--- src/source/riscboy_defines.svh ---
`ifndef RISCBOY_DEFINES_SVH
`define RISCBOY_DEFINES_SVH

// SRAM geometry, 256K x 16
`define W_SRAM_ADDR  18
`define W_SRAM_DATA  16
`define W_SRAM_BYTES (`W_SRAM_DATA / 8)

// Cycles of system reset after the synchroniser
// Board build uses 200
`define RESET_COUNT  16

// Bit positions in the pad vector and on the LEDs
`define N_PADS       5
`define PIN_DPAD_U   4
`define PIN_DPAD_D   3
`define PIN_DPAD_L   2
`define PIN_DPAD_R   1
`define PIN_BTN_A    0

`endif

--- src/source/sram_pkg.sv ---
`default_nettype none
`include "riscboy_defines.svh"

package sram_pkg;

// Command from the core, byte_n is active low per lane
typedef struct packed {
	logic                     write;
	logic [`W_SRAM_ADDR-1:0]  addr;
	logic [`W_SRAM_DATA-1:0]  wdata;
	logic [`W_SRAM_BYTES-1:0] byte_n;
} sram_cmd_t;

typedef struct packed {
	logic [`W_SRAM_DATA-1:0] rdata;
} sram_rsp_t;

// Controller to PHY, one cycle ahead of the pins
typedef struct packed {
	logic [`W_SRAM_ADDR-1:0]  addr;
	logic [`W_SRAM_DATA-1:0]  dq_out;
	logic [`W_SRAM_DATA-1:0]  dq_oe;
	logic                     we_n;
	logic                     oe_n;
	logic                     ce_n;
	logic [`W_SRAM_BYTES-1:0] byte_n;
} sram_phy_ctrl_t;

typedef enum logic [2:0] {
	IDLE, WR_SETUP, WR_STROBE, WR_HOLD, RD_ENABLE, RD_WAIT, RD_CAPTURE
} sram_state_e;

endpackage

`default_nettype wire

--- src/source/sram_ctrl.sv ---
`timescale 1ns/10ps
`default_nettype none
`include "riscboy_defines.svh"

module sram_ctrl import sram_pkg::*; #(
	// Cycles spent in the read wait state
	parameter RD_WAIT = 2
) (
	input  wire                    clk_sys,
	input  wire                    rst_n,
	input  wire                    cmd_valid,
	input  wire sram_cmd_t         cmd,
	output logic                   busy,
	output sram_phy_ctrl_t         phy_ctrl,
	input  wire [`W_SRAM_DATA-1:0] dq_in,
	output logic                   rsp_valid,
	output sram_rsp_t              rsp
);

localparam int W_WAIT = $clog2(RD_WAIT + 1);

sram_state_e       state_q;
sram_cmd_t         cmd_q;
logic [W_WAIT-1:0] wait_q;

wire accept = cmd_valid && !busy;

// ########################################################################
// Sequencer

always_ff @(posedge clk_sys or negedge rst_n) begin
	if (!rst_n) begin
		state_q <= IDLE;
		busy <= 1'b1;
		rsp_valid <= 1'b0;
		wait_q <= '0;
	end else begin
		rsp_valid <= 1'b0;
		case (state_q)
		IDLE: begin
			busy <= accept;
			if (accept)
				state_q <= cmd.write ? WR_SETUP : RD_ENABLE;
		end
		WR_SETUP: state_q <= WR_STROBE;
		WR_STROBE: state_q <= WR_HOLD;
		// busy drops one cycle later, once the hold is on the pins
		WR_HOLD: state_q <= IDLE;
		RD_ENABLE: begin
			state_q <= sram_pkg::RD_WAIT;
			wait_q <= '0;
		end
		sram_pkg::RD_WAIT: begin
			if (wait_q == W_WAIT'(RD_WAIT - 1))
				state_q <= RD_CAPTURE;
			else
				wait_q <= wait_q + 1'b1;
		end
		RD_CAPTURE: begin
			state_q <= IDLE;
			busy <= 1'b0;
			rsp_valid <= 1'b1;
		end
		default: state_q <= IDLE;
		endcase
	end
end

always_ff @(posedge clk_sys) begin
	if (accept)
		cmd_q <= cmd;
	if (state_q == RD_CAPTURE)
		rsp.rdata <= dq_in;
end

// ########################################################################
// Pin controls, registered again in the PHY

always_comb begin
	phy_ctrl.addr = cmd_q.addr;
	phy_ctrl.dq_out = cmd_q.wdata;
	phy_ctrl.dq_oe = '0;
	phy_ctrl.we_n = 1'b1;
	phy_ctrl.oe_n = 1'b1;
	phy_ctrl.ce_n = 1'b1;
	phy_ctrl.byte_n = '1;
	case (state_q)
	WR_SETUP, WR_STROBE, WR_HOLD: begin
		phy_ctrl.ce_n = 1'b0;
		phy_ctrl.byte_n = cmd_q.byte_n;
		phy_ctrl.we_n = state_q != WR_STROBE;
		// Data stays driven through the hold after we_n rises
		phy_ctrl.dq_oe = {`W_SRAM_DATA{state_q != WR_SETUP}};
	end
	RD_ENABLE, sram_pkg::RD_WAIT, RD_CAPTURE: begin
		phy_ctrl.ce_n = 1'b0;
		phy_ctrl.oe_n = 1'b0;
		phy_ctrl.byte_n = '0;
	end
	default: begin
		phy_ctrl.ce_n = 1'b1;
	end
	endcase
end

endmodule

`default_nettype wire

--- config.mk ---
export PLATFORM = sky130hd
export DESIGN_NAME = sram_ctrl
export DESIGN_NICKNAME = d
export VERILOG_FILES = /design/src/source/sram_pkg.sv /design/src/source/sram_ctrl.sv
export VERILOG_INCLUDE_DIRS = /design/src /design/src/source
export SDC_FILE = /design/constraint.sdc
export NUM_CORES = 1
export LEC_CHECK = 0
export BUFFER_PORTS_ARGS = -buffer_cell sky130_fd_sc_hd__buf_2
export CAP_MARGIN = 30
export CORE_MARGIN = 4
export CORE_UTILIZATION = 45
export CTS_BUF_LIST = sky130_fd_sc_hd__clkbuf_4
export DETAILED_ROUTE_END_ITERATION = 6
export PLACE_DENSITY_LB_ADDON = 0.3
export SYNTH_ARGS = -nofsm -noshare
export SYNTH_HDL_FRONTEND = slang
export SYNTH_SLANG_ARGS = --single-unit
--- constraint.sdc ---
create_clock -name clk_sys -period 3.45 [get_ports clk_sys]
set_clock_uncertainty 0.15 [all_clocks]
set_input_delay 0.1725 -clock clk_sys [delete_from_list [all_inputs] [get_ports clk_sys]]
set_output_delay 0.1725 -clock clk_sys [all_outputs]
set_load 0.05 [all_outputs]
# Word level (Yosys, flattened, before mapping)
# Index checks and enable logic that the tools add are counted.
dict set report totals {
  inputBits 56
  out_inout_bits 73
  ff_bits 59
  word_cells 43
}
dict set report op_classes {
  addsub 1
  mux 12
  reduce_logical 10
  n_eq_ne 12
}
# operator n
set ops {}
lappend ops {{two-way mux 17 bit} 1}
lappend ops {{case mux 3 bit (5 select lines)} 1}
lappend ops {{== test 3 bit (second input constant)} 3}
lappend ops {{two-way mux 3 bit} 3}
lappend ops {{case mux 2 bit (2 select lines)} 2}
lappend ops {{== test 3 x 2 -> 1 bit (second input constant)} 2}
lappend ops {{!= test 2 bit (second input constant)} 3}
lappend ops {{OR reduction 3 bit} 2}
lappend ops {{OR reduction 6 bit} 1}
lappend ops {{AND reduction 2 bit} 2}
lappend ops {{nonzero test 2 bit} 2}
lappend ops {{== test 3 x 1 -> 1 bit (second input constant)} 1}
lappend ops {{zero test 3 bit} 1}
lappend ops {{two-way mux 1 bit} 3}
lappend ops {{!= test 3 x 1 -> 1 bit (second input constant)} 1}
lappend ops {{!= test 3 x 2 -> 1 bit (second input constant)} 1}
lappend ops {{adder 2 x 1 -> 2 bit (second input constant)} 1}
lappend ops {{== test 2 x 1 -> 1 bit (second input constant)} 1}
lappend ops {{two-way mux 2 bit} 1}
lappend ops {{case mux 1 bit (2 select lines)} 1}
lappend ops {{logical AND 1 bit} 1}
lappend ops {{zero test 1 bit} 1}

# Longest topological paths before layout
dict set report logic_depth {
  depth_word 4
  depth_mapped 5
  mapped_depth_nobuf 5
}

# Least setup slack after synthesis
# No wires, ideal clock.
dict set report synth_path {
  path_type {register -> register}
  startpoint {register busy}
  endpoint {register state_q[0]}
  arrival_ns 2.667
  setup_ns 0.104
  stages_incl_launch_ff 4
  slack_ns 0.529
  required_time_ns 3.196
  path_buffers 0
  synth_period_minus_slack_ns 2.921
  cell_sequence {dfstp_2 nor2b_1 a211oi_1 a221oi_1}
}
dict set report synth_between {
  elab_chain_len 4
}
# element line
set synth_lines {}
lappend synth_lines {{from (decl)} sram_ctrl.sv:13} ;# output logic busy,
lappend synth_lines {{from (signal assigned)} sram_ctrl.sv:41} ;# busy <= accept;
lappend synth_lines {{zero test 1 bit} sram_ctrl.sv:26} ;# wire accept = cmd_valid && !busy;
lappend synth_lines {{logical AND 1 bit} sram_ctrl.sv:26}
lappend synth_lines {{named net accept} sram_ctrl.sv:26}
lappend synth_lines {{!= test 2 bit (no source line)} --}
lappend synth_lines {{AND reduction 2 bit (no source line)} --}
lappend synth_lines {{to (signal assigned)} sram_ctrl.sv:43} ;# state_q <= cmd.write ? WR_SETUP : RD_ENABLE;
lappend synth_lines {{to (signal assigned)} sram_ctrl.sv:50} ;# state_q <= sram_pkg::RD_WAIT;
lappend synth_lines {{to (decl)} sram_ctrl.sv:22} ;# sram_state_e state_q;
# The timed path passes the listed nets, and every way through them passes these cells.
# A chain may end at the register's enable or synchronous reset.

==> metrics.cfg <==
[critical_path]
path_class=register to primary output
arrival_ps=1990
cp-end-kind=primary output
worst_path_max_delay_cell=nor2b_1
timing.critical_path.cells=nor2b_1, buf_2
start_kind=register
cp.required_ps=3130
crit_fanout=17
slowest_delay_ps=650

[clocking]
insertion_delay_ps=380
cts_made_buffers=9
ctsResizeCount=0
cts.sinks=59
clk_path_buf_depth=2
cts_tree=done
root_buffer=clkbuf_4
htreeDepth=3
clkTransAtPathRegs_ps=100

[routing]
first_pass_iters=4
route.final.wire_length_um=4980
drt_iter0_markers=68
antenna_left=0
vias_per_cell=4.37
routedWlPerCell_um=13.7
drc=0
vias=1592

[global_route]
grt_pass1_wl_um=7680
use_met2_pct=28.4
grt_pass1_vias=1631
grt_max_degree=40
track_usage_pct=16.5
overflow=0
gr-usage-met1_pct=17.4
grt_use_met3_pct=5.87
antenna_found_initial=0
busiest_layer=met2

[sta]
hold_viol=0
fin_crit_sh_pct=67.0
min_period_ps=2310
worst_pin_slew_ps=729
fin_hold_ws_ps=80.4
timing.fmax_ghz=0.433
max-slew-margin-rel_pct=51.3
maxSlewViolCount=0
tns_ps=0
rsz0062_at_grt=no
setup_violations=0

[power]
seqPwrFrac_pct=35.4
power_leakage_nw=1.52
switchingPower_mw=1.27
clkPwrFrac_pct=21.4
irDropWorstVdd_mv=0.762
p_comb_share_pct=43.2
p_sw_share_pct=44.7
power.density_nw_per_um2=828
cellInternalPower_mw=1.57

[status]
status=finished, final reports clean

[yosys]
yosysSeqAreaShare_pct=74.7
synth_nets=205
synthCells=148
ys_seq_elements=59
synthesis.area_um2=2330
synthFlopType=edfxtp_1
synth_edf_count=52
synth_cell_type_count=23
yosysWarningCount=0
synth.avg_cell_area_um2=15.7
async_flop_share_pct=11.9

[run]
cap_violations=0

[placed_design]
place_congestion=0.726
port_buffers=128
hpwlAfterDp_um=3120

[finish]
final_util_pct=70.4
drive_gt1_share_pct=49.8
diodes=0
nets=349
area_growth_pct=47.6

[floorplanning]
floorplan.initialDensity_pct=47.7
fp.dieW_um=79.9
die_y_um=79.9
io_pins=129
fp.coreArea_um2=4880
rows=25
floorplan.die_area_um2=6390

[min_path]
hp-class=primary input to register

[stage by stage]
step / setup slack [ps] / power [mW] / cell area [um2] / cells
floorplan: 529 / 2.13 / 2330 / 148
finish: 1140 / 2.84 / 3440 / 364
CTS: 1090 / 2.85 / 3420 / 363
global placement: 1610 / 2.18 / 2690 / 292
global route: 906 / 2.98 / 3440 / 364
detailed placement: 1550 / 2.19 / 2690 / 292
[cell families (layout without fill, tap and decap cells)]
logic type                 Yosys count  count (layout)  share of synthesized area [%]
DFF                                 59              59                           74.7
buffers and inverters               54             203                           16.7
and+or+nand+nor                     23              23                           5.11
AOI/OAI and AO/OA                   11              11                           3.01
adders and majority gates            1               1                          0.538
[power groups by stage]
| stage | clock network (mW) | logic (mW) | registers (mW) |
|---|---|---|---|
| after global placement | 0 | 1.17 | 1.02 |
| after CTS | 0.624 | 1.22 | 1.01 |
| after floorplan | 0 | 1.05 | 1.08 |
| after global routing | 0.664 | 1.29 | 1.03 |
| after detailed placement | 0 | 1.17 | 1.02 |
| final | 0.607 | 1.23 | 1.01 |
[path summary, 6_finish.rpt]
check / startpoint / endpoint / slack [ps] / cells after the start
setup / recovery: state_q[1] / phy_ctrl[7] / 1140 / 2
hold / removal: cmd_valid / busy / 80 / 4
setup reg to reg: state_q[1] / busy / 1770 / 3
hold reg to reg: busy / busy / 390 / 2
max in group asynchronous: rst_n / rsp_valid / 2330 / 3
min in group asynchronous: rst_n / busy / 100 / 2
[Yosys cell counts (all sizes together), types with 2 or more instances]
master | instances | area, um2
clkbuf | 2 | 7.51
inv | 2 | 7.51
nand3 | 3 | 15.0
buf | 50 | 373
nor2b | 2 | 12.5
dfrtp | 6 | 150
nand2 | 7 | 26.3
edfxtp | 52 | 1560
nor2 | 7 | 26.3
o21ai | 5 | 25.0
[repair_timing]
item                      CTS  global route
hold endpoints to repair   60             0
hold buffers               55             0
buffers inserted            0             0
[metal layers]
metal | vias up | share of wire [%]
met4 | 0 | 2.5
met2 | 82 | 54
met1 | 733 | 36
li1 | 766 | -
met5 | - | 0
met3 | 11 | 7.4
[state kept, by name, summed over array words and instances (netlist names)]
register / cells
cmd_q: 2
rsp_valid: 1
phy_ctrl: 34
busy: 1
state_q: 3
wait_q: 2
rsp: 16
[cell type report]
class                      instances  area, um2
clock buffer                      10       75.1
inverter                           2       7.51
tap                               67       83.8
timing repair buffer             185       1220
clock inverter                     6        104
sequential                        59       1740
multi-input combinational         35        209
fill                             358       1440
[cells in the final DEF (no fill, tap or decap), drive strengths merged, types with 2 or more instances in the layout]
master and n:
buf 130, dlygate4sd3 55, edfxtp 52, clkbuf 10
nand2 7, nor2 7, dfrtp 6, o21ai 5
nand3 3, bufinv 3, clkinv 3, inv 2
nor2b 2
[critical path, delay by kind of cell (launching register included)]
family / cells / cell delay [ps]
AND/OR/NAND/NOR: 1 / 650
flip-flops: 1 / 560
buffers and inverters: 1 / 390
No activity file was read; power rests on OpenSTA's default activity.
