--- src/source/riscboy_defines.svh ---
`ifndef RISCBOY_DEFINES_SVH
`define RISCBOY_DEFINES_SVH

// SRAM geometry, 256K x 16
`define W_SRAM_ADDR  18
`define W_SRAM_DATA  16
`define W_SRAM_BYTES (`W_SRAM_DATA / 8)

// Cycles of system reset after the synchroniser
// Board build uses 200
`define RESET_COUNT  16

// Bit positions in the pad vector and on the LEDs
`define N_PADS       5
`define PIN_DPAD_U   4
`define PIN_DPAD_D   3
`define PIN_DPAD_L   2
`define PIN_DPAD_R   1
`define PIN_BTN_A    0

`endif

--- src/source/board_pkg.sv ---
`default_nettype none

package board_pkg;

// Synchronised pad levels
// Field order matches the PIN_* bit positions
typedef struct packed {
	logic dpad_u;
	logic dpad_d;
	logic dpad_l;
	logic dpad_r;
	logic btn_a;
} pad_sample_t;

typedef enum logic [1:0] {
	SYNC,
	COUNT,
	RUN
} rst_state_e;

endpackage

`default_nettype wire

--- src/source/pad_inputs.sv ---
`timescale 1ns/10ps
`default_nettype none
`include "riscboy_defines.svh"

module pad_inputs import board_pkg::*; (
	input  wire         clk_sys,
	input  wire         rst_n,
	input  wire         dpad_u,
	input  wire         dpad_d,
	input  wire         dpad_l,
	input  wire         dpad_r,
	input  wire         btn_a,
	output pad_sample_t pads
);

wire  [`N_PADS-1:0] pad_raw;
logic [`N_PADS-1:0] meta_q;
logic [`N_PADS-1:0] sync_q;

assign pad_raw[`PIN_DPAD_U] = dpad_u;
assign pad_raw[`PIN_DPAD_D] = dpad_d;
assign pad_raw[`PIN_DPAD_L] = dpad_l;
assign pad_raw[`PIN_DPAD_R] = dpad_r;
assign pad_raw[`PIN_BTN_A] = btn_a;

// Two flops per pad
always_ff @(posedge clk_sys or negedge rst_n) begin
	if (!rst_n) begin
		meta_q <= '0;
		sync_q <= '0;
	end else begin
		meta_q <= pad_raw;
		sync_q <= meta_q;
	end
end

assign pads.dpad_u = sync_q[`PIN_DPAD_U];
assign pads.dpad_d = sync_q[`PIN_DPAD_D];
assign pads.dpad_l = sync_q[`PIN_DPAD_L];
assign pads.dpad_r = sync_q[`PIN_DPAD_R];
assign pads.btn_a = sync_q[`PIN_BTN_A];

endmodule

`default_nettype wire

--- config.mk ---
export PLATFORM = sky130hd
export DESIGN_NAME = pad_inputs
export DESIGN_NICKNAME = d
export VERILOG_FILES = /design/src/source/board_pkg.sv /design/src/source/pad_inputs.sv
export VERILOG_INCLUDE_DIRS = /design/src /design/src/source
export SDC_FILE = /design/constraint.sdc
export NUM_CORES = 1
export LEC_CHECK = 0
export CAP_MARGIN = 5
export CORE_AREA = 2 2 39 41
export DETAILED_ROUTE_END_ITERATION = 10
export DIE_AREA = 0 0 41 43
export DONT_BUFFER_PORTS = 1
export PLACE_DENSITY_LB_ADDON = 0.05
export SLEW_MARGIN = 0
export SYNTH_ARGS = -nofsm -noshare
export SYNTH_HDL_FRONTEND = slang
export SYNTH_SLANG_ARGS = --single-unit
--- constraint.sdc ---
create_clock -name clk_sys -period 1.1 [get_ports clk_sys]
set_input_delay 0.11 -clock clk_sys [delete_from_list [all_inputs] [get_ports clk_sys]]
set_output_delay 0.11 -clock clk_sys [all_outputs]
set_load 0.02 [all_outputs]
# ---- After elaboration in Yosys (flattened, before gate mapping)
# Cells that the tools add are included.
dict set report totals {
  elab_cells 2
  inputBits 7
  ff_bits 10
}

# ---- Logic depth before layout (Yosys ltp)
# Gate-level depths: netlist of the first run.
dict set report depth {
  word_depth 0
  ltp_mapped 0
  mapped_depth_nobuf 0
}

# ---- Least setup slack after synthesis of the first run
# Ideal clock, no wire load.
dict set report synth_timing {
  path_type {register to output}
  startpoint {register sync_q[0] (netlist: pads[0])}
  endpoint {output port pads[0] in the netlist's numbering}
  path_stages_with_launch 1
  required_time_ps 990
  n_path_buf 0
  arrival_ps 416
  setup_slack_ps 574
  path_cell_list {dfrtp_1}
}
# element line_no
set synth_rtl {}
lappend synth_rtl {{from (decl)} pad_inputs.sv:18} ;# logic [`N_PADS-1:0] sync_q;
lappend synth_rtl {{from (signal assigned)} pad_inputs.sv:33} ;# sync_q <= meta_q;
lappend synth_rtl {{to (decl)} pad_inputs.sv:13} ;# output pad_sample_t pads
# No word-level cell between the ends.

# ---- Worst setup path after layout of the first run
dict set report layout_timing {
  startpoint {register sync_q[1] (netlist: pads[1])}
  endpoint {output port pads[1] in the netlist's numbering}
}
# No word-level cell between the ends.

==> results of run 1 <==
cell usage after synthesis:
cell / number / share of area [%]
dfrtp_1: 10 / 100
registers in the layout, summed over array words and instances, names as in the netlist:
register / cells
pads: 5
meta_q: 5
cells in the final DEF, fill, tap and decap left out:
master	synthesis	final
dfrtp_1	10	10
clkbuf_8	0	1
clkbuf_4	0	3
dlygate4sd3_1	0	6
metrics by stage:
step                hold slack, ns  instance area (µm²)  std cells
detailed placement          -0.185                  270         26
CTS                          0.222                  367         36
finish                       0.213                  367         36
global placement            -0.185                  270         26
floorplan                   -0.186                  250         10
global route                 0.238                  367         36
layer usage:
layer,track usage (%),part of all wire (%)
met3,3.66,24
met4,10.0,2.6
met1,4.78,33
met5,0,0
met2,5.63,40
cell type report:
cell class	count	area, µm²
repair buffers	6	60.1
clock buffers	4	36.3
well taps	16	20.0
flip-flops and latches	10	250
fillers	133	1020
path summary, 6_finish.rpt:
check | start | slack [ns] | to
max | pads[1] | 0.28 | pads[1]
min | rst_n | 0.21 | pads[3]
max reg2reg | meta_q[4] | 0.61 | pads[4]
min reg2reg | meta_q[2] | 0.35 | pads[2]
max in group asynchronous | rst_n | 0.59 | meta_q[0]
min in group clk_sys | meta_q[2] | 0.35 | pads[2]
cell families after synthesis:
group	after synthesis
DFF	10
power by group through the flow:
| stage | combinational [µW] | sequential, µW | clock [µW] |
|---|---|---|---|
| floorplan | 0 | 410 | 0 |
| global placement | 0 | 412 | 0 |
| detailed placement | 0 | 413 | 0 |
| CTS | 22.7 | 405 | 329 |
| global route | 24.9 | 406 | 353 |
| finish | 22.2 | 405 | 318 |
repair_timing:
action,CTS,global route
buffers inserted,0,0
resized for setup,0,0
endpoints found under the hold margin,15,0
hold buffers,6,0
==> results by group, run 1 <==
Outcome
  – Status: completed

Synth
  – Post-Synth Simple-Gate Area: 0%
  – Syn Std Cell Area: between 200 and 300 µm²
  – Synthesis Warnings: 0
  – Post-synthesis mux area share: 0%
  – Post-synth cell types: 1
  – Synth Instances: 10
  – Register area share after synthesis: between 90% and 100%
  – Synth Area in XOR/XNOR: 0%
  – Synth Area in Compound Gates: 0%
  – Syn Nets: 17
  – Post-Synth Adder-Cell Area: 0%
  – Yosys reg bits: 10
  – Mean Syn Cell Area: approximately 25 µm²

Power
  – Power Internal: 601 µW
  – Pwr Total: approximately 740 µW
  – Clk pwr share: 42.7%
  – PwrDens: between 2000 and 2500 nW/µm²
  – Psw: 144 µW
  – Leak pwr: about 0.00016 µW
  – Combinational group share of total power: roughly 3.0%
  – Peak VDD IR: ~0.57 mV
  – Switching Share: between 10% and 20%
  – Seq pwr share: a little over half

STA
  – Slew margin rel.: between 70 and 80%
  – RSZ-0062 raised after global routing: no
  – Final setup TNS: 0 ns
  – Final setup viols: 0
  – Hold Violations, Final: 0
  – Final slew viol count: 0
  – Clock skew: around 0.0075 ns
  – Setup WS post-layout: between 0.2 and 0.3 ns
  – Final worst-path cycle share: ~74%
  – Max Freq: about 1200 MHz
  – Worst-Margin Slew: approximately 0.41 ns
  – Clock period minus final worst setup slack: 0.819 ns

Critical path
  – CP startpoint kind: flip-flop
  – Crit end category: primary output
  – Critical Path Stages: 0
  – Crit path kind: flip-flop to primary output
  – Crit path DAT: 0.71 ns
  – Worst R2R Path Depth: 0
  – Crit path max fanout: 1
  – Critical path required time: slightly below 1 ns

Floorplan
  – Die Y-Extent: ~43 µm
  – Floorplan die width: 41 µm
  – DIE AREA: 1760 µm²
  – FP Rows: 14
  – I/O pin total: 12
  – Core Box Area: ~1400 µm²
  – Initial Util: between 10% and 20%

Clock network
  – Total CTS buffers: 3
  – CTS H-tree lvls: 1
  – Clock Tree Buf Depth: 2
  – Clock-pin slew on the worst setup and hold paths: 0.07 ns
  – Clock sink count: 10
  – CTS tree: yes
  – Insertion delay to the later sink of the worst-skew pair: 0.26 ns
  – CTS root buf: clkbuf_4

Placed design
  – RD Place Congestion: ~0.5
  – Buffers added on ports: 0
  – Setup Slack @ Placement: 0.562 ns

Cells and area
  – Synth-to-Final Area Change: 46.5%
  – Count of multi-input gates: 0
  – Final net count: 28
  – Share of layout cells above drive strength 1: between 20% and 30%
  – Number of diodes: 0
  – Layout Utilization: a little over a quarter
  – Footprint of the multi-input gates: 0 µm²

Job
  – Max-cap violations: 0

Worst hold path
  – Worst min path class: input port to asynchronous set/reset pin

Routing
  – Post-DR vias/cell: 3.31
  – DR DRC count: 0
  – First-pass detailed-route iteration total: 1
  – Via Count: around 120
  – Routed length per instance: ~9.7 µm
  – Post-DRT Antenna Nets: 0
  – Final WL: ~350 µm
  – 1st-iter DRT viols: 0

GRT
  – Initial antenna violation count: 0
  – Number of global-route vias before repair: between 100 and 150
  – Gr ovfl total: 0
  – First-pass GRT wire length: ~520 µm
  – Global Route Usage Sum: 5.52%
  – Largest net degree at the start of global routing: 11
No activity file was read; power rests on OpenSTA's default activity.
==> inputs of run 2 (changes only) <==
- ABC_AREA: default -> 1
- clock period: 1.1 -> 0.8 ns (I/O delays scaled with it)
==> run 2 against run 1 <==
Net effect:
- power grew 38%
- clock-buffer cell count unchanged
- highest routed layer unchanged
- global-route usage stayed put
- critical path type unchanged
- combinational power is 37% higher
- clock skew grew 0.00094 ns
- worst hold slack worse by 0.032 ns
- cell count stayed put
- clock power up 38%
- critical path depth stayed put
- non-clock buffer count unchanged
- cell area up 1.4%
- sequential share of layout area grew 0.43 points
==> results by group, run 2 (synthesis gave the netlist of run 1 again) <==
Outcome
  – Status: completed

GRT
  – Global Route Usage Sum: 5.52% (unchanged)
  – Number of global-route vias before repair: 139 (unchanged)
  – First-pass GRT wire length: 524 µm (unchanged)
  – Gr ovfl total: 0 (unchanged)
  – Initial antenna violation count: 0 (unchanged)
  – Largest net degree at the start of global routing: 11 (unchanged)

Routing
  – DRT met1 WL: 126 µm (+8.6%)
  – Post-DR vias/cell: 3.28 (-0.84%)
  – Met2 wire length: 134 µm (-4.3%)
  – DR DRC count: 0 (unchanged)
  – Via Count: 118 (-0.84%)
  – Routed length per instance: 9.86 µm (+1.4%)
  – DR WL met3: 84 µm (unchanged)
  – First-pass detailed-route iteration total: 1 (unchanged)
  – Top Layer Used: met4
  – Post-DRT Antenna Nets: 0 (unchanged)
  – 1st-iter DRT viols: 0 (unchanged)
  – Final WL: 355 µm (+1.4%)

Placed design
  – RD Place Congestion: 0.498 (unchanged)
  – Placed Instances: 26 (unchanged)
  – Buffers added on ports: 0 (unchanged)

Cells and area
  – Final net count: 28 (unchanged)
  – Number of diodes: 0 (unchanged)
  – Share of layout cells above drive strength 1: 40.0% (+20 points)
  – Footprint of the multi-input gates: 0 µm² (unchanged)
  – Synth-to-Final Area Change: 48.5%
  – Count of multi-input gates: 0 (unchanged)
  – Layout Utilization: 26.9% (+0.36 points)
  – Finished Layout Cells: 36 (unchanged)
  – Most frequent cells in the layout: dlygate4sd3_1, dfrtp_1, dfrtp_2

Critical path
  – Worst R2R Path Depth: 0 (unchanged)
  – Crit path kind: flip-flop to primary output
  – RR Startpoint: meta_q[4]
  – CP startpoint kind: flip-flop
  – R2r endpoint: pads[4]
  – Crit path max fanout: 1 (unchanged)
  – Crit path DAT: 0.71 ns (about the same)
  – Crit end category: primary output
  – Worst setup startpoint: pads[1]
  – R2R Setup Slk: 0.31 ns (-0.30 ns)
  – Critical path required time: 0.72 ns (-0.27 ns)

STA
  – Hold slack: 0.181 ns (-0.0321 ns)
  – Final setup TNS: 0 ns (unchanged)
  – Final worst-path cycle share: a little over nine tenths
  – Max Freq: 1270 MHz
  – Final slew viol count: 0 (unchanged)
  – Hold Violations, Final: 0 (unchanged)
  – Clock period minus final worst setup slack: around 0.79 ns
  – Final setup viols: 0 (unchanged)
  – Slew margin rel.: 72.5% (about the same)
  – RSZ-0062 raised after global routing: yes
  – Clock skew: 0.00845 ns (+0.000941 ns)
  – Worst-Margin Slew: 0.411 ns (-0.000981 ns)

Clock network
  – Insertion delay to the later sink of the worst-skew pair: 0.26 ns (about the same)
  – Clock sink count: 10 (unchanged)
  – CTS tree: yes
  – CTS root buf: clkbuf_4
  – Total CTS buffers: 3 (unchanged)
  – Clock Tree Buf Depth: 2 (unchanged)
  – CTS H-tree lvls: 1 (unchanged)
  – Clock-pin slew on the worst setup and hold paths: 0.07 ns (about the same)

Worst hold path
  – Worst min path class: input port to asynchronous set/reset pin

Floorplan
  – DIE AREA: 1760 µm² (unchanged)
  – Floorplan die width: 41 µm (unchanged)
  – Initial Util: 18.1% (unchanged)
  – Core Box Area: 1380 µm² (unchanged)
  – I/O pin total: 12 (unchanged)
  – Die Y-Extent: 43 µm (unchanged)
  – FP Rows: 14 (unchanged)

Job
  – Max-cap violations: 0 (unchanged)

Power
  – Leak pwr: 0.000159 µW (-2.4%)
  – PwrDens: 2770 nW/µm² (+36%)
  – Peak VDD IR: 0.778 mV (+38%)
  – Pwr Total: 1030 µW (+38%)
==> run 2: layout make-up <==
class / instances / area, µm²
Fill cell: 134 / 1010
Sequential cell: 10 / 255
Timing Repair Buffer: 6 / 60.1
Clock buffer: 4 / 36.3
Tap cell: 16 / 20.0
==> run 2: stage by stage <==
step	worst slack [ns]	area, µm²
2_1_floorplan	0.304	250
3_3_place_gp	0.295	270
6_report	0.00993	372
4_1_cts	0.00192	367
5_1_grt	-0.00627	372
3_5_place_dp	0.292	270
==> run 2: report_power, final <==
group	internal [µW]	total, µW	leakage (µW)	switching [µW]
Sequential	533	558	0.000113	25.4
Clock	276	440	0.0000210	164
Combinational	19.4	30.5	0.0000251	11.1
==> run 2: how the worst max path moves through the flow <==
stage	end	slack (ns)	depth (start not counted)
after floorplan	pads[0]	0.30	0
after global placement	pads[2]	0.30	0
after detailed placement	pads[1]	0.29	0
after CTS	pads[1]	0.002	0
after global routing	pads[4]	-0.006	0
final	pads[1]	0.01	0
==> run 2: routing by layer <==
metal | up-vias | GRT usage (%)
met2 | 12 | 5.63
met4 | 0 | 10.0
met5 | - | 0
li1 | 50 | -
met1 | 54 | 4.78
met3 | 2 | 3.66
==> run 2: what timing repair did <==
action | CTS | global route
hold buffers | 6 | 0
setup endpoints to repair | 0 | 4
buffers inserted | 0 | 0
gates resized for setup | 0 | 4
endpoints found under the hold margin | 15 | 0
