$ cat src/source/board_pkg.sv
`default_nettype none

package board_pkg;

// Synchronised pad levels
// Field order matches the PIN_* bit positions
typedef struct packed {
	logic dpad_u;
	logic dpad_d;
	logic dpad_l;
	logic dpad_r;
	logic btn_a;
} pad_sample_t;

typedef enum logic [1:0] {
	SYNC,
	COUNT,
	RUN
} rst_state_e;

endpackage

`default_nettype wire

$ cat src/source/fpga_reset.sv
`timescale 1ns/10ps
`default_nettype none

module fpga_reset import board_pkg::*; #(
	parameter SHIFT = 2,
	parameter COUNT = 16
) (
	input  wire clk_sys,
	input  wire force_rst_n,
	output wire rst_n
);

localparam int W_CNT = $clog2(COUNT + 1);

logic [SHIFT-1:0] sync_q;
logic [W_CNT-1:0] cnt_q;
rst_state_e       state_q;
logic             rst_q;

// Assert at once, release through the shift register
always_ff @(posedge clk_sys or negedge force_rst_n) begin
	if (!force_rst_n) begin
		sync_q <= '0;
		cnt_q <= '0;
		state_q <= SYNC;
		rst_q <= 1'b0;
	end else begin
		sync_q <= (sync_q << 1) | SHIFT'(1);
		case (state_q)
		SYNC: if (sync_q[SHIFT-1]) begin
			state_q <= board_pkg::COUNT;
			cnt_q <= W_CNT'(1);
		end
		board_pkg::COUNT: if (cnt_q == W_CNT'(COUNT - 1)) begin
			state_q <= RUN;
			rst_q <= 1'b1;
		end else begin
			cnt_q <= cnt_q + 1'b1;
		end
		RUN: rst_q <= 1'b1;
		default: state_q <= SYNC;
		endcase
	end
end

assign rst_n = rst_q;

endmodule

`default_nettype wire

$ cat config.mk
export PLATFORM = sky130hd
export DESIGN_NAME = fpga_reset
export DESIGN_NICKNAME = d
export VERILOG_FILES = /design/src/source/board_pkg.sv /design/src/source/fpga_reset.sv
export SDC_FILE = /design/constraint.sdc
export NUM_CORES = 1
export LEC_CHECK = 0
export BUFFER_PORTS_ARGS = -buffer_cell sky130_fd_sc_hd__buf_4
export CAP_MARGIN = 20
export CORE_AREA = 2 2 39 41
export CTS_BUF_LIST = sky130_fd_sc_hd__clkbuf_8
export CTS_CLUSTER_DIAMETER = 30
export DETAILED_ROUTE_END_ITERATION = 12
export DIE_AREA = 0 0 41 43
export GPL_TIMING_DRIVEN = 0
export PLACE_DENSITY = 0.57
export RECOVER_POWER = 50
export SETUP_SLACK_MARGIN = 0.3
export SLEW_MARGIN = 20
export SYNTH_ARGS = -nofsm -noshare
export SYNTH_HDL_FRONTEND = slang
export SYNTH_SLANG_ARGS = --single-unit
$ cat constraint.sdc
create_clock -name clk_sys -period 2.1 [get_ports clk_sys]
set_input_delay 0.525 -clock clk_sys [delete_from_list [all_inputs] [get_ports clk_sys]]
set_output_delay 0.525 -clock clk_sys [all_outputs]
set_load 0.02 [all_outputs]
* After elaboration in Yosys (flattened, before gate mapping)
Index checks and enable logic that the tools add are counted.
** Storage, ports and cells
- Register bits after elaboration :: 10
- Latch bits :: 0
- Bits in writable memories :: 0
- Memory bits (read-only) :: 0
- Output and inout bits :: 1
- Memories kept :: 0
** Operators by class
- Add/subtract/negate cells :: 1
- $mul :: 0
- Div/mod/pow operators :: 0
- $lt $le $gt $ge :: 0
- Equal/unequal tests :: 6
- Shift-type cells :: 0
- Muxes and demuxes :: 8
- Bitwise logic cells :: 1
- Reductions and logical operators :: 6
** Operators with widths (count)
- $mux 5 :: 2
- $pmux 5 s2 :: 1
- $ne 2x2->1 const B :: 3
- $pmux 2 s3 :: 1
- $reduce_and 3->1 :: 2
- $add 5x1->5 const B :: 1
- $eq 5x4->1 const B :: 1
- $mux 2 :: 2
- $reduce_bool 2->1 :: 2
- $eq 2x1->1 const B :: 1
- $eq 2x2->1 const B :: 1
- $logic_not 2->1 :: 1
- $pmux 1 s2 :: 1
- $reduce_and 2->1 :: 1
- $mux 1 :: 1
- $not 1->1 :: 1

* Depth between registers and ports, before layout
Gate-level depths: netlist of run 1.
- Depth in word-level cells :: 3
- Mapped depth :: 6
- Mapped depth without buffers :: 6

* Worst setup path before layout of run 1
OpenSTA, ideal clock, no wires.
- Path type :: reg2reg
- Start :: reg cnt_q[0]
- End :: reg cnt_q[2]
- Library setup time :: 0.121 ns
- Data arrival time :: 1.598 ns
- Required time :: 1.979 ns
- Path slack :: 0.381 ns
- Stages on the path, launching flop included :: 7
- Period minus slack after synthesis :: 1.719 ns
- Cell sequence :: dfrtp_1 > ha_1 > and3_1 > ha_1 > nor2b_1 > mux2_2 > a22o_1
** Between the ends
- Word-level cells in the longest chain between the ends :: 3
- Elaborated cells on any way between the ends :: 6
** RTL lines
- from (decl) :: RTL line fpga_reset.sv:16 : logic [W_CNT-1:0] cnt_q;
- from (signal assigned) :: RTL line fpga_reset.sv:38 : cnt_q <= cnt_q + 1'b1;
- $add 5x1->5 or $eq 5x4->1 (tied branches) :: RTL line fpga_reset.sv:38, fpga_reset.sv:34
- $mux 5 or $ne 2x2->1 (tied branches)
- $pmux 5 s2 or $reduce_and 3->1 (tied branches)
Parallel ways exist; a longest one is shown, timed or not. The select of a mux whose other input is x is not followed.
A chain may end at the register's enable or synchronous reset.

* Worst setup path after layout of run 1
Same ends and word-level chain as after synthesis.

==> impl_metrics.py, run 1 <==
metrics = {
    "floorplan": {
        "core_um2": 1380,
        "die-area_um2": 1760,
        "rows": 14,
        "io_pins": 3,
        "die_w_um": 41,
        "die_y_um": 43,
        "initial_utilization_pct": 33.5,
    },
    "synthesis": {
        "ys_warn_count": 0,
        "async_flop_share_pct": 100,
        "yosysTopAreaCell": "dfrtp_1",
        "synth-edff-count": 0,
        "syn-cell-area_um2": 464,
        "yosysSeqAreaShare_pct": 53.9,
        "ys_ff_latch": 10,
        "netlist_instances": 41,
        "synth_top_area_share_pct": 53.9,
        "syn_avg_cell_area_um2": 11.3,
        "ys_types": 22,
        "synth_ff_type": "dfrtp_1",
        "synth_area_leaders": "dfrtp_1 (54%), ha_1 (5.4%), nor2b_1 (5.4%)",
        "synth_nets": 45,
    },
    "cells_and_area": {
        "diodes": 0,
        "nets": 52,
        "drive_above_1_share_pct": 23.4,
        "finalCoreUtilization_pct": 41.2,
        "fillers": 135,
        "regArea_um2": 250,
        "area_growth_pct": 22.9,
        "multiInputGateArea_um2": 226,
        "fin_cells": 63,
    },
    "setup_path": {
        "startpoint": "cnt_q[0]$_DFFE_PN0P_",
        "slowest_delay_ns": 0.41,
        "worst_ep_required_time_ns": 2.23,
        "timing.rr.start": "cnt_q[0]$_DFFE_PN0P_",
        "slowest_stage": "dfrtp_1",
        "path_delay_family": "flip-flops",
        "cp.buffers_inverters": 0,
        "crit_path_start_kind": "flip-flop",
        "crit_path_end_kind": "flip-flop",
        "crit_chain": "ha_2 -> and3_4 -> ha_4 -> nor2b_1 -> mux2_2 -> a22o_1",
        "worstPathArrival_ns": 1.82,
        "crit_fanout": 7,
        "crit_type": "reg -> reg",
    },
    "routing": {
        "drt_iter0_markers": 3,
        "wl_met1_um": 333,
        "drt_pre_antenna_iters": 4,
        "viasPerCell": 4.78,
        "postRouteAntennaNets": 0,
        "wl_met3_um": 50,
        "wl_per_cell_um": 11.4,
        "highest_layer": "met4",
        "wl_met2_um": 320,
        "routed_wirelength_um": 717,
        "via_count": 301,
        "drcViolationCount": 0,
    },
    "run_status": {
        "status": "completed",
    },
    "flow_run": {
        "drv_cap": 0,
    },
    "sta": {
        "worst_slew_pin_slew_ns": 0.520,
        "maxSlewHeadroom_pct": 65.4,
        "finalClockSkew_ns": 0.00841,
        "fmax_mhz": 591,
        "finalSetupViolations": 0,
        "drv_slew": 0,
        "post-route-min-period_ns": 1.69,
        "rsz0062_at_grt": "false",
        "hold_violations": 0,
        "setup_tns_ns": 0,
        "fin_crit_sh_pct": 80.5,
    },
    "cts": {
        "cts.sinks": 10,
        "clk_pin_slew_ns": 0.05,
        "cts-buffers-inserted": 3,
        "cts_tree": "done",
        "cts_max_level": 1,
        "clk_latency_ns": 0.24,
        "clk_path_buf_depth": 2,
        "cts_root_buffer": "clkbuf_8",
        "cts_hold_buf": 0,
    },
    "power": {
        "power.switching_mw": 0.249,
        "irDropWorstVdd_mv": 0.845,
        "power.leakage_nw": 0.260,
        "internal_power_mw": 0.563,
        "p_seq_share_pct": 39.3,
        "power_frac_clock_pct": 29.6,
        "p_sw_share_pct": 30.6,
        "power_frac_comb_pct": 31.1,
        "power_density_nw_per_um2": 1420,
    },
    "grt": {
        "gr-total-overflow": 0,
        "grt_pass1_vias": 284,
        "grt_max_degree": 11,
        "grt_usage_pct": 11.3,
        "grt_first_pass_wirelength_um": 1230,
        "antenna_found_initial": 0,
    },
    "placement": {
        "gp_congestion": 0.703,
        "hpwl_um": 506,
        "numPlacedInstances": 59,
        "io_buffers": 2,
    },
    "hold_path": {
        "worstHoldPathType": "in -> async",
    },
}
cells by family (layout without fill, tap and decap cells):
group / count (synthesis) / in the layout / share of synthesized area, %
adder cells (fa/ha/maj): 2 / 2 / 5.39
buffers and inverters: 2 / 8 / 1.62
AO/OA/AOI/OAI: 7 / 7 / 10.8
other: 1 / 1 / 0.808
flip-flops: 10 / 10 / 53.9
multiplexers: 3 / 3 / 7.01
AND/OR/NAND/NOR: 16 / 16 / 20.5
worst paths after layout:
| check | end | slack [ns] | cells after the start |
|---|---|---|---|
| max | cnt_q[2]$_DFFE_PN0P_ | 0.41 | 6 |
| min | cnt_q[3]$_DFFE_PN0P_ | 0.23 | 1 |
| max reg2reg | cnt_q[2]$_DFFE_PN0P_ | 0.41 | 6 |
| min reg2reg | sync_q[1]$_DFF_PN0_ | 0.35 | 0 |
| max in group asynchronous | cnt_q[1]$_DFFE_PN0P_ | 1.52 | 1 |
| min in group clk_sys | sync_q[1]$_DFF_PN0_ | 0.35 | 0 |
cell type report:
cell class | instances | area share, %
Inverter | 2 | 1.32
Timing Repair Buffer | 2 | 1.97
Sequential cell | 10 | 43.9
Tap cell | 16 | 3.51
Clock buffer | 4 | 9.65
Multi-Input combinational cell | 29 | 39.7
per-stage QoR:
stage	worst slack [ns]	hold WS [ns]	total power, mW	instance area (µm²)
6_report	0.409	0.229	0.812	571
5_1_grt	0.328	0.277	0.887	571
4_1_cts	0.326	0.102	0.815	557
3_5_place_dp	0.275	0.340	0.566	499
3_3_place_gp	0.287	0.334	0.563	499
2_1_floorplan	0.381	0.229	0.502	464
cells in the final DEF (no fill, tap or decap):
| cell | instances |
|---|---|
| mux2i_1 | 1 |
| a21oi_2 | 1 |
| ha_4 | 1 |
| nand2_1 | 2 |
| nand3_1 | 1 |
| clkbuf_8 | 4 |
| buf_4 | 1 |
| nor2b_1 | 4 |
| nor2_1 | 2 |
| nand2b_1 | 3 |
| mux2_2 | 2 |
| o21ai_0 | 1 |
| or2_1 | 1 |
| dfrtp_1 | 10 |
| nand4b_1 | 1 |
| and3_4 | 1 |
| ha_2 | 1 |
| conb_1 | 1 |
| a21oi_1 | 1 |
| a21o_1 | 1 |
| clkbuf_1 | 1 |
| o211ai_1 | 1 |
| a22o_1 | 1 |
| o21bai_1 | 1 |
| inv_1 | 2 |
| or4b_1 | 1 |
power groups by stage:
stage	Sequential (mW)	Clock (mW)	Combinational (mW)
after global routing	0.331	0.265	0.291
final	0.319	0.241	0.252
after floorplan	0.319	0	0.183
after CTS	0.318	0.250	0.247
after detailed placement	0.322	0	0.244
after global placement	0.320	0	0.243
registers in the layout (all words and copies together), names as in the netlist:
signal	count
cnt_q	5
rst_n	1
state_q	2
sync_q	2
routing by layer:
metal / track usage, % / up-vias
li1: - / 155
met1: 14.7 / 136
met2: 13.4 / 7
met3: 9.42 / 3
met4: 4.00 / 0
met5: 0 / -
what timing repair did:
action                                  CTS  global route
resized for setup                         1             3
pin swaps                                 0             0
endpoints found under the setup margin    1             1
buffers inserted                          0             0
synthesized netlist by cell type (2+ instances only):
cell	count
dfrtp_1	10
nor2b_1	4
nand2b_1	3
ha_1	2
inv_1	2
mux2_2	2
nand2_1	2
nor2_1	2
(Power assumes the default switching activity.)
==> inputs of run 2 (changes only) <==
--- a/config.mk
+++ b/config.mk
@@ -5,6 +5,7 @@
 export SDC_FILE = /design/constraint.sdc
 export NUM_CORES = 1
 export LEC_CHECK = 0
+export ABC_AREA = 1
 export BUFFER_PORTS_ARGS = -buffer_cell sky130_fd_sc_hd__buf_4
 export CAP_MARGIN = 20
 export CORE_AREA = 2 2 39 41
@@ -13,7 +14,7 @@
 export DETAILED_ROUTE_END_ITERATION = 12
 export DIE_AREA = 0 0 41 43
 export GPL_TIMING_DRIVEN = 0
-export PLACE_DENSITY = 0.57
+export PLACE_DENSITY = 0.56
 export RECOVER_POWER = 50
 export SETUP_SLACK_MARGIN = 0.3
 export SLEW_MARGIN = 20
==> constraint.sdc (replaced) <==
create_clock -name clk_sys -period 1.55 [get_ports clk_sys]
set_input_delay 0.3875 -clock clk_sys [delete_from_list [all_inputs] [get_ports clk_sys]]
set_output_delay 0.3875 -clock clk_sys [all_outputs]
set_load 0.02 [all_outputs]
==> run 2 against run 1 <==
Clock-buffer cell count fell by 1. Sequential power rose by 29%. Final cell count rose by 19%. Flip-flop and latch count did not move. Via count rose by 14%. First-iteration DRC count rose by 130%. Die area did not move. Power rose by 48%. Register-to-register slack got worse by 0.27 ns. Critical path depth rose by 4. Non-clock buffer count rose by 6. Critical path type unchanged. Largest cell class unchanged. Largest power group is now combinational cells. Highest routed layer unchanged.
==> impl_metrics.py, run 2 <==
metrics = {
    "run_status": {
        "status": "completed",
    },
    "sta": {
        "finalClockSkew_ns": 0.00218,
        "fmax_mhz": 710,
        "setup_tns_ns": 0,
        "post-route-min-period_ns": 1.41,
        "hold_violations": 0,
        "maxSlewHeadroom_pct": 62.9,
        "finalSetupViolations": 0,
        "drv_slew": 0,
        "whs_ns": 0.352,
        "worst_slew_pin_slew_ns": 0.556,
        "fin_crit_sh_pct": 90.9,
        "rsz0062_at_grt": "true",
    },
    "cts": {
        "clk_pin_slew_ns": 0.05,
        "cts_max_level": 1,
        "cts_tree": "done",
        "clk_latency_ns": 0.23,
        "clk_path_buf_depth": 2,
        "cts.sinks": 10,
        "cts-buffers-inserted": 3,
        "cts_root_buffer": "clkbuf_8",
    },
    "cells_and_area": {
        "drive_above_1_share_pct": 40.7,
        "largest_reg_flops": 5,
        "diodes": 0,
        "top_regs": "cnt_q (5), state_q (2), sync_q (2)",
        "fillers": 135,
        "nets": 65,
        "area_growth_pct": 39.3,
        "most-common-layout-cells": "dfrtp_1 (10), nand2_1 (7), buf_4 (6)",
        "final_common_cell": "dfrtp_1",
        "regMostFlops": "cnt_q",
        "regArea_um2": 250,
        "multiInputGateArea_um2": 209,
    },
    "synthesis": {
        "synth_area_leaders": "dfrtp_1 (57%), nand2_1 (8.6%), ha_1 (5.7%)",
        "ys_warn_count": 0,
        "yosysTopAreaCell": "dfrtp_1",
        "yosys-top-cells-count": "dfrtp_1 (10), nand2_1 (10), inv_1 (6)",
        "async_flop_share_pct": 100,
        "ys_types": 17,
        "netlist_instances": 48,
        "yosysSeqAreaShare_pct": 57.3,
        "synth-edff-count": 0,
        "syn-cell-area_um2": 437,
        "synth_top_area_share_pct": 57.3,
        "ys_ff_latch": 10,
        "synth_nets": 52,
        "synth_ff_type": "dfrtp_1",
        "syn_avg_cell_area_um2": 9.10,
    },
    "setup_path": {
        "worstPathArrival_ns": 1.52,
        "crit_path_end_kind": "flip-flop",
        "crit_type": "reg -> reg",
        "crit_path_start_kind": "flip-flop",
        "worst_ep_required_time_ns": 1.67,
        "crit_fanout": 6,
    },
    "routing": {
        "drcViolationCount": 0,
        "routed_wirelength_um": 835,
        "drt_iter0_markers": 7,
        "wl_per_cell_um": 11.1,
        "drt_pre_antenna_iters": 4,
        "viasPerCell": 4.56,
        "via_count": 342,
        "postRouteAntennaNets": 0,
    },
    "floorplan": {
        "initial_utilization_pct": 31.6,
        "die-area_um2": 1760,
        "die_w_um": 41,
        "rows": 14,
        "die_y_um": 43,
        "io_pins": 3,
        "core_um2": 1380,
    },
    "grt": {
        "grt_first_pass_wirelength_um": 1310,
        "grt_max_degree": 11,
        "antenna_found_initial": 0,
        "grt_usage_pct": 11.8,
        "grt_pass1_vias": 312,
        "gr-total-overflow": 0,
    },
    "placement": {
        "io_buffers": 2,
        "hpwl_um": 513,
        "gp_congestion": 0.707,
    },
    "flow_run": {
        "drv_cap": 0,
    },
    "power": {
        "irDropWorstVdd_mv": 0.846,
        "power.leakage_nw": 0.293,
        "power_density_nw_per_um2": 1970,
    },
    "hold_path": {
        "worstHoldPathType": "reg -> reg",
    },
}
-- run 2: changes by cell type in the layout (fill, tap and decap cells not counted), moves of 2 or more --
cell / change
nand4_1: +2
nor2_2: +2
mux2_2: -2
nand2_1: +5
nand3_1: +2
nor2b_1: -4
nand2_2: +3
inv_1: +3
o21ai_1: +2
nand2b_1: -3
buf_4: +5
-- run 2: worst max-delay path, cell delays in order, from the launching register on --
cell	delay, ns
dfrtp_1	0.38
ha_2	0.19
nand2_2	0.08
nor2_2	0.04
ha_2	0.17
inv_2	0.07
nand3_4	0.07
nand2_4	0.12
inv_4	0.06
nand2_1	0.05
o21ai_1	0.06
-- run 2: power breakdown --
part           switching [mW]  internal, mW
Combinational           0.275         0.253
Clock                  0.0918         0.169
Sequential             0.0638         0.347
-- run 2: final cells by class --
cell class / count / area share (%)
inverter: 7 / 4.73
tap: 16 / 3.29
timing repair buffer: 8 / 9.67
sequential: 10 / 41.2
clock buffer: 3 / 6.79
multi-input combinational: 31 / 34.4
-- run 2: timing repair --
item	4_1_cts	5_1_grt
hold endpoints to repair	10	0
setup buffers	2	3
endpoints found under the setup margin	7	7
hold buffers	1	0
pin swaps	3	3
resized for setup	5	5
-- run 2: cell families after synthesis --
family	Yosys count	share of synthesized area (%)
AND/OR/NAND/NOR	24	25.5
flip-flops	10	57.3
buffers and inverters	7	6.02
AO/OA/AOI/OAI	4	4.58
adder cells (fa/ha/maj)	2	5.73
other	1	0.859
-- run 2: path summary, 6_finish.rpt --
kind	to	cells past startpoint	slack, ns	from
max reg2reg	cnt_q[2]$_DFFE_PN0P_	10	0.14	cnt_q[1]$_DFFE_PN0P_
max	cnt_q[2]$_DFFE_PN0P_	10	0.14	cnt_q[1]$_DFFE_PN0P_
min reg2reg	sync_q[1]$_DFF_PN0_	0	0.35	sync_q[0]$_DFF_PN0_
min in group asynchronous	cnt_q[4]$_DFFE_PN0P_	2	0.66	force_rst_n
min	sync_q[1]$_DFF_PN0_	0	0.35	sync_q[0]$_DFF_PN0_
max in group asynchronous	cnt_q[3]$_DFFE_PN0P_	2	0.52	force_rst_n
-- run 2: per-stage QoR --
| step | instances | area (µm²) | utilization, % | worst slack, ns | total power, mW |
|---|---|---|---|---|---|
| detailed placement | 66 | 487 | 35.2 | 0.0878 | 0.755 |
| global placement | 66 | 487 | 35.2 | 0.0883 | 0.740 |
| global route | 75 | 608 | 43.9 | 0.0697 | 1.28 |
| CTS | 72 | 573 | 41.4 | 0.169 | 1.10 |
| finish | 75 | 608 | 43.9 | 0.141 | 1.20 |
| floorplan | 48 | 452 | - | 0.209 | 0.665 |
-- run 2: per-layer routing --
layer	part of all wire (%)	vias up	GRT usage, %
li1	-	174	-
met1	54	159	15.9
met2	41	7	15.0
met3	4.6	2	4.71
met4	0.84	0	8.00
met5	0	-	0
==> inputs of run 3 (changes only) <==
--- a/config.mk
+++ b/config.mk
@@ -14,9 +14,9 @@
 export DETAILED_ROUTE_END_ITERATION = 12
 export DIE_AREA = 0 0 41 43
 export GPL_TIMING_DRIVEN = 0
-export PLACE_DENSITY = 0.56
+export PLACE_DENSITY = 0.55
 export RECOVER_POWER = 50
-export SETUP_SLACK_MARGIN = 0.3
+export REMOVE_ABC_BUFFERS = 1
 export SLEW_MARGIN = 20
 export SYNTH_ARGS = -nofsm -noshare
 export SYNTH_HDL_FRONTEND = slang
==> constraint.sdc (replaced) <==
create_clock -name clk_sys -period 1.4 [get_ports clk_sys]
set_input_delay 0.35 -clock clk_sys [delete_from_list [all_inputs] [get_ports clk_sys]]
set_output_delay 0.35 -clock clk_sys [all_outputs]
set_load 0.02 [all_outputs]
==> run 3 against run 2 <==
The flow now finishes with violations (negative setup slack). Die area stayed put. Utilization is 0.45 points lower. Routed wire length down 3.1%. Final area is 1.0% lower. Highest routed layer unchanged.
==> impl_metrics.py, run 3 (synthesis gave the netlist of run 2 again) <==
metrics = {
    "grt": {
        "grt_max_degree": 11,
        "antenna_found_initial": 0,
        "grt_pass1_vias": 328,
        "grt_usage_pct": 11.3,
        "grt_first_pass_wirelength_um": 1280,
        "gr-total-overflow": 0,
    },
    "hold_path": {
        "hold_start": "sync_q[0]$_DFF_PN0_",
        "worstHoldPathType": "reg -> reg",
    },
    "routing": {
        "drt_pre_antenna_iters": 4,
        "drt_iter0_markers": 4,
        "postRouteAntennaNets": 0,
        "drcViolationCount": 0,
        "via_count": 334,
        "viasPerCell": 4.45,
        "routed_wirelength_um": 809,
        "wl_per_cell_um": 10.8,
    },
    "cells_and_area": {
        "most-common-layout-cells": "dfrtp_1 (10), nand2_1 (7), inv_1 (5), buf_4 (5), clkbuf_8 (4)",
        "largest_reg_flops": 5,
        "final_common_cell": "dfrtp_1",
        "design_area_um2": 602,
        "regMostFlops": "cnt_q",
        "area_growth_pct": 37.8,
        "drive_above_1_share_pct": 37.3,
        "finalCoreUtilization_pct": 43.5,
        "diodes": 0,
        "fin_cells": 75,
        "fillers": 127,
        "nets": 64,
        "top_regs": "cnt_q (5), state_q (2), sync_q (2)",
    },
    "setup_path": {
        "worstPathArrival_ns": 1.53,
        "crit_path_start_kind": "flip-flop",
        "crit_chain": "ha_2 -> nand2_2 -> nor2_2 -> ha_2 -> inv_2 -> nand3_4 -> nand2_4 -> inv_4 -> nand2_2 -> o21ai_1",
        "path_delay_family": "flip-flops",
        "slowest_delay_ns": 0.39,
        "crit_type": "reg -> reg",
        "timing.rr.start": "cnt_q[1]$_DFFE_PN0P_",
        "slowest_stage": "dfrtp_1",
        "startpoint": "cnt_q[1]$_DFFE_PN0P_",
        "crit_path_end_kind": "flip-flop",
        "worst_ep_required_time_ns": 1.52,
        "crit_fanout": 6,
        "cp.buffers_inverters": 2,
    },
    "run_status": {
        "violations": "negative setup slack",
        "status": "finished with violations",
    },
    "floorplan": {
        "core_um2": 1380,
        "die_w_um": 41,
        "initial_utilization_pct": 31.6,
        "io_pins": 3,
        "die_y_um": 43,
        "die-area_um2": 1760,
        "rows": 14,
    },
    "cts": {
        "cts_tree": "done",
        "cts.sinks": 10,
        "cts_root_buffer": "clkbuf_8",
        "clk_path_buf_depth": 2,
        "clk_pin_slew_ns": 0.05,
        "cts_max_level": 1,
        "cts-buffers-inserted": 3,
        "clk_latency_ns": 0.23,
    },
    "placement": {
        "io_buffers": 2,
        "placed_area_um2": 472,
        "gp_congestion": 0.673,
        "numPlacedInstances": 66,
        "hpwl_um": 494,
        "dp_slack_ns": -0.123,
    },
    "sta": {
        "worst_slew_pin_slew_ns": 0.539,
        "drv_slew": 0,
        "finalClockSkew_ns": 0.00214,
        "setup_tns_ns": -0.0120,
        "hold_violations": 0,
        "post-route-min-period_ns": 1.41,
        "final.setup.worst_slack_ns": -0.0120,
        "maxSlewHeadroom_pct": 64.1,
        "fmax_mhz": 708,
        "whs_ns": 0.350,
        "fin_crit_sh_pct": 101,
        "finalSetupViolations": 1,
        "rsz0062_at_grt": "true",
    },
    "power": {
        "internal_power_mw": 0.880,
        "power.leakage_nw": 0.290,
        "power.switching_mw": 0.474,
        "report.power.total_mw": 1.35,
        "power_frac_clock_pct": 26.3,
        "irDropWorstVdd_mv": 0.840,
        "power_density_nw_per_um2": 2250,
        "power_frac_comb_pct": 39.6,
        "p_seq_share_pct": 34.1,
        "p_sw_share_pct": 35.0,
    },
    "flow_run": {
        "drv_cap": 0,
    },
}
==> run 3: worst reg2reg max path: cells and delay by family (launching register included) <==
family	cells	cell delay [ns]
DFF	1	0.39
adders and majority gates	2	0.38
and+or+nand+nor	5	0.35
buffers and inverters	2	0.13
AOI/OAI and AO/OA	1	0.06
==> run 3: power groups by stage <==
stage	sequential, mW	clock (mW)	combinational [mW]
floorplan	0.464	0	0.252
global placement	0.457	0	0.339
detailed placement	0.463	0	0.350
CTS	0.446	0.366	0.458
global route	0.470	0.384	0.588
finish	0.461	0.357	0.536
==> run 3: area by class of cell <==
| type | instances | area (µm²) | area share, % |
|---|---|---|---|
| Clock buffer | 4 | 55.1 | 9.15 |
| Timing Repair Buffer | 7 | 51.3 | 8.52 |
| Sequential cell | 10 | 250 | 41.6 |
| Multi-Input combinational cell | 31 | 196 | 32.6 |
| Inverter | 7 | 28.8 | 4.78 |
| Tap cell | 16 | 20.0 | 3.33 |
==> run 3: layer usage <==
layer | part of all wire (%) | wire [µm] | track usage [%]
met1 | 49 | 396 | 13.1
met2 | 47 | 381 | 15.9
met3 | 1.7 | 14 | 3.14
met4 | 2.1 | 17 | 10.0
met5 | 0 | 0 | 0
==> run 3: timing repair <==
| item | in CTS | in global routing |
|---|---|---|
| pin swaps | 2 | 5 |
| hold buffers | 1 | 0 |
| resized for setup | 5 | 7 |
| setup buffers | 3 | 1 |
| endpoints found under the setup margin | 6 | 6 |
| endpoints found under the hold margin | 10 | 0 |
==> run 3: final timing paths <==
kind,end,slack (ns),cells past startpoint
worst max register to register,cnt_q[2]$_DFFE_PN0P_,-0.01,10
worst max-delay path,cnt_q[2]$_DFFE_PN0P_,-0.01,10
max in group asynchronous,cnt_q[4]$_DFFE_PN0P_,0.43,2
min in group asynchronous,cnt_q[1]$_DFFE_PN0P_,0.61,2
worst min register to register,sync_q[1]$_DFF_PN0_,0.35,0
worst min-delay path,sync_q[1]$_DFF_PN0_,0.35,0
